File: src/noc_defines.svh
`ifndef NOC_DEFINES_SVH
`define NOC_DEFINES_SVH

// flit and AXI-lite widths
`define NOC_DATA_WIDTH   64
`define AXIL_ADDR_WIDTH  40
`define AXIL_DATA_WIDTH  64
`define AXIL_STRB_WIDTH  8

// header field widths
`define NOC_CHIPID_WIDTH 14
`define NOC_XY_WIDTH     8
`define NOC_FBITS_WIDTH  4
`define NOC_LEN_WIDTH    8

// wake-up counter, top bit sets after 2**(bits-1) cycles
`define WAKE_CNT_BITS    5

// home node that receives every request
`define NOC_DEST_CHIPID  14'd0
`define NOC_DEST_X       8'd0
`define NOC_DEST_Y       8'd0
`define NOC_DEST_FBITS   4'd0

`endif

File: src/noc_pkg.sv
`include "noc_defines.svh"

package noc_pkg;

  // message types
  // requests sit low, responses have bit 7 set
  typedef enum logic [7:0] {
    NOC_LOAD_REQ   = 8'h01,
    NOC_STORE_REQ  = 8'h02,
    NOC_LOAD_ACK   = 8'h81,
    NOC_LOAD_NACK  = 8'h82,
    NOC_STORE_ACK  = 8'h83,
    NOC_STORE_NACK = 8'h84
  } noc_msg_e;

  // header flit, msb first
  typedef struct packed {
    logic [`NOC_CHIPID_WIDTH-1:0] dest_chipid;
    logic [`NOC_XY_WIDTH-1:0]     dest_x;
    logic [`NOC_XY_WIDTH-1:0]     dest_y;
    logic [`NOC_FBITS_WIDTH-1:0]  dest_fbits;
    // flits after the header
    logic [`NOC_LEN_WIDTH-1:0]    payload_len;
    noc_msg_e                     msg_type;
    // byte enables, stores only
    logic [`AXIL_STRB_WIDTH-1:0]  strb;
    logic [5:0]                   reserved;
  } noc_header_t;

  // request header toward the fixed home node
  function automatic noc_header_t noc_make_hdr(noc_msg_e msg,
                                               logic [`NOC_LEN_WIDTH-1:0] len,
                                               logic [`AXIL_STRB_WIDTH-1:0] strb);
    noc_header_t hdr;
    hdr.dest_chipid = `NOC_DEST_CHIPID;
    hdr.dest_x      = `NOC_DEST_X;
    hdr.dest_y      = `NOC_DEST_Y;
    hdr.dest_fbits  = `NOC_DEST_FBITS;
    hdr.payload_len = len;
    hdr.msg_type    = msg;
    hdr.strb        = strb;
    hdr.reserved    = '0;
    return hdr;
  endfunction

  // store-class messages go to the write side
  function automatic logic noc_is_store(noc_msg_e msg);
    return (msg == NOC_STORE_REQ) || (msg == NOC_STORE_ACK) || (msg == NOC_STORE_NACK);
  endfunction

endpackage

File: src/axil_pkg.sv
package axil_pkg;

  // AXI-lite response codes in use
  typedef enum logic [1:0] {
    AXIL_OKAY   = 2'b00,
    AXIL_SLVERR = 2'b10
  } axil_resp_e;

  // read unit FSM
  typedef enum logic [2:0] {
    RD_IDLE,
    RD_HDR,
    RD_ADDR,
    RD_WAIT,
    RD_RESP
  } read_state_e;

  // write unit FSM
  typedef enum logic [2:0] {
    WR_IDLE,
    WR_HDR,
    WR_ADDR,
    WR_DATA,
    WR_WAIT,
    WR_RESP
  } write_state_e;

endpackage

File: src/noc_flit_if.sv
`timescale 1ns/1ps
`include "noc_defines.svh"

// one flit stream with valid/ready handshake
interface noc_flit_if;

  logic                       valid;
  logic [`NOC_DATA_WIDTH-1:0] data;
  // marks final flit of a packet
  logic                       last;
  logic                       ready;

  // packet producer
  modport src (
    output valid,
    output data,
    output last,
    input  ready
  );

  // packet consumer
  modport snk (
    input  valid,
    input  data,
    input  last,
    output ready
  );

endinterface

File: src/tile_reset_seq.sv
`timescale 1ns/1ps
`include "noc_defines.svh"

module tile_reset_seq (
  input  logic clk_i,
  input  logic reset_l,
  output logic tile_rst_l_o
);

  logic [`WAKE_CNT_BITS-1:0] wake_cnt_q;
  logic                      wake_done;
  logic                      rst_pre_l;
  logic [1:0]                sync_q;

  // top bit set means the wait is over
  assign wake_done = wake_cnt_q[`WAKE_CNT_BITS-1];

  // count up from reset, hold once done
  always_ff @(posedge clk_i or negedge reset_l) begin
    if (!reset_l) begin
      wake_cnt_q <= '0;
    end else if (!wake_done) begin
      wake_cnt_q <= wake_cnt_q + `WAKE_CNT_BITS'(1);
    end
  end

  // gated with the raw reset so assertion is immediate
  assign rst_pre_l = wake_done & reset_l;

  // two-flop synchronizer on the release edge
  always_ff @(posedge clk_i or negedge reset_l) begin
    if (!reset_l) begin
      sync_q <= 2'b00;
    end else begin
      sync_q <= {sync_q[0], rst_pre_l};
    end
  end

  assign tile_rst_l_o = sync_q[1];

endmodule

File: src/axil_read_unit.sv
`timescale 1ns/1ps
`include "noc_defines.svh"

module axil_read_unit
  import noc_pkg::*;
  import axil_pkg::*;
(
  input  logic                        clk_i,
  input  logic                        reset_l,
  input  logic [`AXIL_ADDR_WIDTH-1:0] ar_addr_i,
  input  logic                        ar_valid_i,
  output logic                        ar_ready_o,
  output logic [`AXIL_DATA_WIDTH-1:0] r_data_o,
  output axil_resp_e                  r_resp_o,
  output logic                        r_valid_o,
  input  logic                        r_ready_i,
  noc_flit_if.src                     tx,
  noc_flit_if.snk                     rx
);

  read_state_e                 state_q, state_d;
  logic [`AXIL_ADDR_WIDTH-1:0] addr_q;
  logic [`AXIL_DATA_WIDTH-1:0] data_q;
  axil_resp_e                  resp_q;
  // header of the response already taken
  logic                        hdr_seen_q;
  noc_header_t                 rx_hdr;
  logic                        rx_fire;

  assign rx_hdr  = rx.data;
  assign rx_fire = rx.valid & rx.ready;

  ////////////////////////////////////////////////////////////////////////////
  // FSM
  ////////////////////////////////////////////////////////////////////////////

  always_comb begin
    state_d = state_q;
    case (state_q)
      RD_IDLE: if (ar_valid_i) begin
        state_d = RD_HDR;
      end
      RD_HDR: if (tx.ready) begin
        state_d = RD_ADDR;
      end
      RD_ADDR: if (tx.ready) begin
        state_d = RD_WAIT;
      end
      // leave on the final response flit
      RD_WAIT: if (rx_fire && rx.last) begin
        state_d = RD_RESP;
      end
      RD_RESP: if (r_ready_i) begin
        state_d = RD_IDLE;
      end
      default: state_d = RD_IDLE;
    endcase
  end

  always_ff @(posedge clk_i or negedge reset_l) begin
    if (!reset_l) begin
      state_q    <= RD_IDLE;
      hdr_seen_q <= 1'b0;
    end else begin
      state_q <= state_d;
      if (rx_fire) begin
        hdr_seen_q <= !rx.last;
      end
    end
  end

  // address and response payload
  always_ff @(posedge clk_i) begin
    if (ar_valid_i && ar_ready_o) begin
      addr_q <= ar_addr_i;
    end
    if (rx_fire) begin
      if (!hdr_seen_q) begin
        // header decides the response code
        resp_q <= (rx_hdr.msg_type == NOC_LOAD_ACK) ? AXIL_OKAY : AXIL_SLVERR;
        data_q <= '0;
      end else if (resp_q == AXIL_OKAY) begin
        // nack data is dropped, stays zero
        data_q <= rx.data;
      end
    end
  end

  ////////////////////////////////////////////////////////////////////////////
  // outputs
  ////////////////////////////////////////////////////////////////////////////

  assign ar_ready_o = (state_q == RD_IDLE);

  // load packet is header then address
  assign tx.valid = (state_q == RD_HDR) || (state_q == RD_ADDR);
  assign tx.last  = (state_q == RD_ADDR);
  assign tx.data  = (state_q == RD_HDR) ?
                    noc_make_hdr(NOC_LOAD_REQ, `NOC_LEN_WIDTH'(1), '0) :
                    {{(`NOC_DATA_WIDTH-`AXIL_ADDR_WIDTH){1'b0}}, addr_q};

  assign rx.ready = (state_q == RD_WAIT);

  assign r_valid_o = (state_q == RD_RESP);
  assign r_data_o  = data_q;
  assign r_resp_o  = resp_q;

endmodule

File: src/axil_write_unit.sv
`timescale 1ns/1ps
`include "noc_defines.svh"

module axil_write_unit
  import noc_pkg::*;
  import axil_pkg::*;
(
  input  logic                        clk_i,
  input  logic                        reset_l,
  input  logic [`AXIL_ADDR_WIDTH-1:0] aw_addr_i,
  input  logic                        aw_valid_i,
  output logic                        aw_ready_o,
  input  logic [`AXIL_DATA_WIDTH-1:0] w_data_i,
  input  logic [`AXIL_STRB_WIDTH-1:0] w_strb_i,
  input  logic                        w_valid_i,
  output logic                        w_ready_o,
  output axil_resp_e                  b_resp_o,
  output logic                        b_valid_o,
  input  logic                        b_ready_i,
  noc_flit_if.src                     tx,
  noc_flit_if.snk                     rx
);

  write_state_e                state_q, state_d;
  logic [`AXIL_ADDR_WIDTH-1:0] addr_q;
  logic [`AXIL_DATA_WIDTH-1:0] data_q;
  logic [`AXIL_STRB_WIDTH-1:0] strb_q;
  axil_resp_e                  resp_q;
  // one channel in, other still pending
  logic                        aw_have_q;
  logic                        w_have_q;
  logic                        aw_fire;
  logic                        w_fire;
  logic                        aw_got;
  logic                        w_got;
  noc_header_t                 rx_hdr;
  logic                        rx_fire;

  assign aw_ready_o = (state_q == WR_IDLE) && !aw_have_q;
  assign w_ready_o  = (state_q == WR_IDLE) && !w_have_q;
  assign aw_fire    = aw_valid_i & aw_ready_o;
  assign w_fire     = w_valid_i & w_ready_o;
  // held earlier or taken this cycle
  assign aw_got     = aw_have_q | aw_fire;
  assign w_got      = w_have_q | w_fire;

  assign rx_hdr  = rx.data;
  assign rx_fire = rx.valid & rx.ready;

  ////////////////////////////////////////////////////////////////////////////
  // FSM
  ////////////////////////////////////////////////////////////////////////////

  always_comb begin
    state_d = state_q;
    case (state_q)
      WR_IDLE: if (aw_got && w_got) begin
        state_d = WR_HDR;
      end
      WR_HDR: if (tx.ready) begin
        state_d = WR_ADDR;
      end
      WR_ADDR: if (tx.ready) begin
        state_d = WR_DATA;
      end
      WR_DATA: if (tx.ready) begin
        state_d = WR_WAIT;
      end
      // store response is a lone header
      WR_WAIT: if (rx_fire && rx.last) begin
        state_d = WR_RESP;
      end
      WR_RESP: if (b_ready_i) begin
        state_d = WR_IDLE;
      end
      default: state_d = WR_IDLE;
    endcase
  end

  always_ff @(posedge clk_i or negedge reset_l) begin
    if (!reset_l) begin
      state_q   <= WR_IDLE;
      aw_have_q <= 1'b0;
      w_have_q  <= 1'b0;
    end else begin
      state_q   <= state_d;
      // flags drop once both halves are in
      aw_have_q <= aw_got & ~w_got;
      w_have_q  <= w_got & ~aw_got;
    end
  end

  // request and response payload
  always_ff @(posedge clk_i) begin
    if (aw_fire) begin
      addr_q <= aw_addr_i;
    end
    if (w_fire) begin
      data_q <= w_data_i;
      strb_q <= w_strb_i;
    end
    if (rx_fire) begin
      resp_q <= (rx_hdr.msg_type == NOC_STORE_ACK) ? AXIL_OKAY : AXIL_SLVERR;
    end
  end

  ////////////////////////////////////////////////////////////////////////////
  // outputs
  ////////////////////////////////////////////////////////////////////////////

  // store packet is header, address, data
  always_comb begin
    tx.valid = 1'b1;
    tx.last  = 1'b0;
    case (state_q)
      WR_HDR:  tx.data = noc_make_hdr(NOC_STORE_REQ, `NOC_LEN_WIDTH'(2), strb_q);
      WR_ADDR: tx.data = {{(`NOC_DATA_WIDTH-`AXIL_ADDR_WIDTH){1'b0}}, addr_q};
      WR_DATA: begin
        tx.data = data_q;
        tx.last = 1'b1;
      end
      default: begin
        tx.data  = data_q;
        tx.valid = 1'b0;
      end
    endcase
  end

  assign rx.ready = (state_q == WR_WAIT);

  assign b_valid_o = (state_q == WR_RESP);
  assign b_resp_o  = resp_q;

endmodule

File: src/noc_port_arbiter.sv
`timescale 1ns/1ps
`include "noc_defines.svh"

module noc_port_arbiter
  import noc_pkg::*;
(
  input  logic                       clk_i,
  input  logic                       reset_l,
  noc_flit_if.snk                    rd_tx,
  noc_flit_if.snk                    wr_tx,
  noc_flit_if.src                    rd_rx,
  noc_flit_if.src                    wr_rx,
  output logic                       noc_out_valid_o,
  output logic [`NOC_DATA_WIDTH-1:0] noc_out_data_o,
  output logic                       noc_out_last_o,
  input  logic                       noc_out_ready_i,
  input  logic                       noc_in_valid_i,
  input  logic [`NOC_DATA_WIDTH-1:0] noc_in_data_i,
  output logic                       noc_in_ready_o
);

  ////////////////////////////////////////////////////////////////////////////
  // outbound
  ////////////////////////////////////////////////////////////////////////////

  // select 0 is read, 1 is write
  logic out_sel;
  logic lock_q;
  logic owner_q;
  // write side preferred when set
  logic prio_q;

  // locked grant wins, else round robin
  assign out_sel = lock_q ? owner_q : (wr_tx.valid && (!rd_tx.valid || prio_q));

  assign noc_out_valid_o = out_sel ? wr_tx.valid : rd_tx.valid;
  assign noc_out_data_o  = out_sel ? wr_tx.data  : rd_tx.data;
  assign noc_out_last_o  = out_sel ? wr_tx.last  : rd_tx.last;
  assign rd_tx.ready     = noc_out_ready_i & ~out_sel;
  assign wr_tx.ready     = noc_out_ready_i & out_sel;

  // lock as soon as a header shows, release after last
  always_ff @(posedge clk_i or negedge reset_l) begin
    if (!reset_l) begin
      lock_q  <= 1'b0;
      owner_q <= 1'b0;
      prio_q  <= 1'b0;
    end else if (noc_out_valid_o) begin
      if (noc_out_ready_i && noc_out_last_o) begin
        lock_q <= 1'b0;
        prio_q <= ~out_sel;
      end else begin
        lock_q  <= 1'b1;
        owner_q <= out_sel;
      end
    end
  end

  ////////////////////////////////////////////////////////////////////////////
  // inbound
  ////////////////////////////////////////////////////////////////////////////

  noc_header_t               in_hdr;
  logic                      in_busy_q;
  logic                      in_dst_q;
  // flits still due after the current one
  logic [`NOC_LEN_WIDTH-1:0] in_cnt_q;
  logic                      in_dst;
  logic                      in_last;
  logic                      in_fire;

  assign in_hdr = noc_in_data_i;

  // header picks the unit, body follows it
  assign in_dst  = in_busy_q ? in_dst_q : noc_is_store(in_hdr.msg_type);
  assign in_last = in_busy_q ? (in_cnt_q == `NOC_LEN_WIDTH'(1)) : (in_hdr.payload_len == '0);

  assign rd_rx.valid    = noc_in_valid_i & ~in_dst;
  assign wr_rx.valid    = noc_in_valid_i & in_dst;
  assign rd_rx.data     = noc_in_data_i;
  assign wr_rx.data     = noc_in_data_i;
  assign rd_rx.last     = in_last;
  assign wr_rx.last     = in_last;
  assign noc_in_ready_o = in_dst ? wr_rx.ready : rd_rx.ready;
  assign in_fire        = noc_in_valid_i & noc_in_ready_o;

  always_ff @(posedge clk_i or negedge reset_l) begin
    if (!reset_l) begin
      in_busy_q <= 1'b0;
      in_dst_q  <= 1'b0;
      in_cnt_q  <= '0;
    end else if (in_fire) begin
      in_busy_q <= !in_last;
      if (!in_busy_q) begin
        in_dst_q <= in_dst;
        in_cnt_q <= in_hdr.payload_len;
      end else begin
        in_cnt_q <= in_cnt_q - `NOC_LEN_WIDTH'(1);
      end
    end
  end

endmodule

File: src/noc_axil_bridge_top.sv
`timescale 1ns/1ps
`include "noc_defines.svh"

module noc_axil_bridge_top (
  input  logic                        clk_i,
  input  logic                        reset_l,
  output logic                        tile_rst_l_o,
  // AXI-lite write address and data
  input  logic [`AXIL_ADDR_WIDTH-1:0] aw_addr_i,
  input  logic                        aw_valid_i,
  output logic                        aw_ready_o,
  input  logic [`AXIL_DATA_WIDTH-1:0] w_data_i,
  input  logic [`AXIL_STRB_WIDTH-1:0] w_strb_i,
  input  logic                        w_valid_i,
  output logic                        w_ready_o,
  // write response
  output logic [1:0]                  b_resp_o,
  output logic                        b_valid_o,
  input  logic                        b_ready_i,
  // read address and data
  input  logic [`AXIL_ADDR_WIDTH-1:0] ar_addr_i,
  input  logic                        ar_valid_i,
  output logic                        ar_ready_o,
  output logic [`AXIL_DATA_WIDTH-1:0] r_data_o,
  output logic [1:0]                  r_resp_o,
  output logic                        r_valid_o,
  input  logic                        r_ready_i,
  // NoC request side
  output logic                        noc_out_valid_o,
  output logic [`NOC_DATA_WIDTH-1:0]  noc_out_data_o,
  output logic                        noc_out_last_o,
  input  logic                        noc_out_ready_i,
  // NoC response side
  input  logic                        noc_in_valid_i,
  input  logic [`NOC_DATA_WIDTH-1:0]  noc_in_data_i,
  output logic                        noc_in_ready_o
);

  // per-unit request and response streams
  noc_flit_if rd_tx ();
  noc_flit_if wr_tx ();
  noc_flit_if rd_rx ();
  noc_flit_if wr_rx ();

  // everything below runs on the sequenced tile reset
  tile_reset_seq u_reset_seq (
    .clk_i        (clk_i),
    .reset_l      (reset_l),
    .tile_rst_l_o (tile_rst_l_o)
  );

  axil_read_unit u_read (
    .clk_i      (clk_i),
    .reset_l    (tile_rst_l_o),
    .ar_addr_i  (ar_addr_i),
    .ar_valid_i (ar_valid_i),
    .ar_ready_o (ar_ready_o),
    .r_data_o   (r_data_o),
    .r_resp_o   (r_resp_o),
    .r_valid_o  (r_valid_o),
    .r_ready_i  (r_ready_i),
    .tx         (rd_tx.src),
    .rx         (rd_rx.snk)
  );

  axil_write_unit u_write (
    .clk_i      (clk_i),
    .reset_l    (tile_rst_l_o),
    .aw_addr_i  (aw_addr_i),
    .aw_valid_i (aw_valid_i),
    .aw_ready_o (aw_ready_o),
    .w_data_i   (w_data_i),
    .w_strb_i   (w_strb_i),
    .w_valid_i  (w_valid_i),
    .w_ready_o  (w_ready_o),
    .b_resp_o   (b_resp_o),
    .b_valid_o  (b_valid_o),
    .b_ready_i  (b_ready_i),
    .tx         (wr_tx.src),
    .rx         (wr_rx.snk)
  );

  // shared NoC port
  noc_port_arbiter u_arb (
    .clk_i           (clk_i),
    .reset_l         (tile_rst_l_o),
    .rd_tx           (rd_tx.snk),
    .wr_tx           (wr_tx.snk),
    .rd_rx           (rd_rx.src),
    .wr_rx           (wr_rx.src),
    .noc_out_valid_o (noc_out_valid_o),
    .noc_out_data_o  (noc_out_data_o),
    .noc_out_last_o  (noc_out_last_o),
    .noc_out_ready_i (noc_out_ready_i),
    .noc_in_valid_i  (noc_in_valid_i),
    .noc_in_data_i   (noc_in_data_i),
    .noc_in_ready_o  (noc_in_ready_o)
  );

endmodule

File: config.mk
export PLATFORM = sky130hd
export DESIGN_NAME = noc_axil_bridge_top
export DESIGN_NICKNAME = d
export VERILOG_FILES = /design/src/noc_pkg.sv /design/src/axil_pkg.sv /design/src/noc_flit_if.sv /design/src/tile_reset_seq.sv /design/src/axil_read_unit.sv /design/src/axil_write_unit.sv /design/src/noc_port_arbiter.sv /design/src/noc_axil_bridge_top.sv
export VERILOG_INCLUDE_DIRS = /design/src
export SDC_FILE = /design/constraint.sdc
export NUM_CORES = 1
export LEC_CHECK = 0
export BUFFER_PORTS_ARGS = -buffer_cell sky130_fd_sc_hd__buf_4
export CAP_MARGIN = 0
export CORE_MARGIN = 2
export CORE_UTILIZATION = 50
export DETAILED_ROUTE_END_ITERATION = 10
export PLACE_DENSITY = 0.8
export REMOVE_ABC_BUFFERS = 1
export SYNTH_ARGS = -nofsm -noshare
export SYNTH_HDL_FRONTEND = slang
export SYNTH_SLANG_ARGS = --single-unit
File: constraint.sdc
create_clock -name clk_i -period 3.7 [get_ports clk_i]
set_clock_uncertainty 0.15 [all_clocks]
set_input_delay 1.11 -clock clk_i [delete_from_list [all_inputs] [get_ports clk_i]]
set_output_delay 1.11 -clock clk_i [all_outputs]
set_load 0.02 [all_outputs]
==> impl_metrics.tcl <==
set metrics [dict create \
    dp_slack_ps -10.61 \
    htree_levels 1 \
    area_growth_pct 37.77 \
    slowest_stage "nor4_4" \
    gp_congestion 0.8308 \
    cp-end-kind "output port" \
    worst_path_most_repeated_cell "buf_4" \
    hold_path_class "reg -> async" \
    cp_num_buf_inv 2 \
    hold_violations 0 \
    synthArstFlopShare 0.1174 \
    rsz0062_at_grt "false" \
    via_count 7344 \
    synth_edf_count 218 \
    cellPowerDensity_nw_per_um2 622.7 \
    io_pins 366 \
    netlist_area_um2 10330 \
    cts_buffer_depth 3 \
    fp.coreArea_um2 20230 \
    fmax_mhz 275.8 \
    drive_above_1_share 0.4463 \
    placed_cell_area_um2 13410 \
    rows 52 \
    grt_pass1_vias 7513 \
    ys_seq_area_frac 0.7040 \
    path_class "in -> out" \
    grt_usage 0.2410 \
    grt_max_degree 65 \
    clk_pin_slew_ps 70 \
    clock_latency_ps 520 \
    status "finished, final reports clean" \
    maxCapViolations 0 \
    antenna_found_initial 1 \
    max_stage_delay_ps 330 \
    wire_per_inst_um 20.02 \
    ys.flop_type "edfxtp_1" \
    yosysUniqueCellTypes 73 \
    final_nets 1301 \
    fin_hold_ws_ps 69.37 \
    start_util 0.5105 \
    cts-hold-fix-buffers 0 \
    yosysWarnings 0 \
    netlist_instances 703 \
    mostFrequentLayoutCells "buf_4 (380), edfxtp_1 (218), and2_1 (66)" \
    port_buffers 363 \
    final-setup-viol-count 0 \
    tightestPinTransition_ps 966.1 \
    avgSynthCellArea_um2 14.69 \
    crit_chain "buf_4 -> nor4_4 -> mux2i_1 -> nor2_2 -> nor2_1 -> a31o_2 -> buf_4" \
    via_per_inst 5.400 \
    cts_root_buf "clkbuf_16" \
    path_max_fanout 4 \
    ant_nets 0 \
    required_ps 2440 \
    cts_tree "done" \
    die_area_um2 21830 \
    setup_slack_ps 73.82 \
    leakagePower_nw 5.829 \
    drt-pass1-iter-count 5 \
    die_y_um 147.7 \
    total_power_mw 8.862 \
    cts_buffers 25 \
    final_common_cell "buf_4" \
    synth-seq-cells 247 \
    cp_top_family "simple AND/OR/NAND/NOR gates" \
    setup_tns_ps 0 \
    finalWirelength_um 27230 \
    grt_pass1_wl_um 40920 \
    ir_worst_vdd_uv 482.2 \
    finalCritPeriodShare 0.9800 \
    fin_crit_ps 3626 \
    place.detailed.hpwl_um 19270 \
    finalInstanceArea_um2 14230 \
    arrival_ps 2370 \
    drt_iter0_drc 366 \
    gr-total-overflow 0 \
    maxSlewViolCount 0 \
    startpoint_type "input port" \
    drc 0 \
    cts.sinks 247 \
    slew_headroom 0.3559 \
    die_x_um 147.7 \
]
## worst register-to-register path, delay by kind of cell (launching register included)
kind,cells,cell delay [ps]
and+or+nand+nor,4,1220
buffers and inverters,2,530
DFF,1,420
## flip-flops by register name, summed over array words and instances, names as in the netlist, 2 cells and up
signal,flops
u_arb.in_cnt_q,8
u_write.addr_q,40
u_read.r_data_o,64
u_reset_seq.sync_q,2
u_reset_seq.wake_cnt_q,5
u_read.addr_q,40
u_read.state_q,3
u_write.data_q,64
u_write.strb_q,8
u_write.state_q,3
## metal layers
layer,global-route usage,wire length (µm),up-vias,share of wire
met2,0.4309,14010,336,0.51
met4,0.06154,587,0,0.022
met3,0.07346,2745,37,0.10
met1,0.2844,9886,3537,0.36
li1,-,-,3434,-
met5,0,0,-,0
## cells in the mapped netlist, types with 3 or more instances
cell	number	area, µm²
inv_1	10	37.54
a31oi_1	3	18.77
nor4_1	3	18.77
mux2_2	3	33.78
ha_1	3	37.54
a22o_1	19	166.4
and2_1	69	431.7
o21ai_1	13	65.06
nor3_1	10	50.05
nand2b_1	5	31.28
and3_1	25	156.4
mux2i_1	8	80.08
buf_2	12	60.06
o21ai_0	7	35.03
nor2b_1	5	31.28
o31ai_1	6	45.04
o22a_1	3	26.28
edfxtp_1	218	6546
a221oi_1	6	52.55
o22ai_1	3	18.77
xnor2_1	4	35.03
dfrtp_1	29	725.7
a21oi_1	45	225.2
nand3_1	16	80.08
buf_4	5	37.54
a221oi_2	28	420.4
nand2_1	12	45.04
nor2_1	51	191.4
clkbuf_1	26	97.59
## where the power goes
part / internal [mW] / switching, mW / leakage, nW / total (mW)
Clock: 1.29 / 1.02 / 0.377 / 2.31
Sequential: 3.51 / 0.179 / 2.36 / 3.69
Combinational: 1.08 / 1.78 / 3.09 / 2.86
## per-stage QoR
stage,cells,utilization
floorplan,657,-
global placement,1314,0.6629
detailed placement,1314,0.6629
CTS,1358,0.7014
global route,1360,0.7033
finish,1360,0.7033
## area by class of cell
cell class | count | area (µm²)
Fill cell | 1391 | 6003
Tap cell | 270 | 337.8
Inverter | 12 | 46.29
Clock buffer | 29 | 670.6
Multi-Input combinational cell | 398 | 2840
Clock inverter | 14 | 80.08
Timing Repair Buffer | 389 | 2980
Antenna cell | 1 | 2.502
Sequential cell | 247 | 7273
## logic make-up after synthesis
family	synth area share
DFF	0.7040
adders and majority gates	0.003634
AOI/OAI and AO/OA	0.1263
other	0.0003630
xor gates and xnor gates	0.005814
muxes	0.01102
and+or+nand+nor	0.1226
buffers and inverters	0.02628
## timing repair
item / CTS / global route
buffers inserted: 1 / 1
setup endpoints to repair: 21 / 29
resized for setup: 3 / 8
pin swaps: 1 / 1
## path summary, 6_finish.rpt
check	startpoint	to	slack (ps)	depth (start not counted)
hold / removal	u_reset_seq.sync_q[1]	u_write.state_q[2]	70	1
setup reg to reg	u_write.state_q[0]	u_write.data_q[44]	1080	6
min in group clk_i	u_reset_seq.sync_q[0]	u_reset_seq.sync_q[1]	220	0
hold reg to reg	u_reset_seq.sync_q[1]	u_write.state_q[2]	70	1
max in group asynchronous	reset_l	u_reset_seq.sync_q[1]	3030	1
setup / recovery	noc_in_data_i[17]	noc_in_ready_o	70	7
Note: power is estimated with default switching activity, not from simulation.
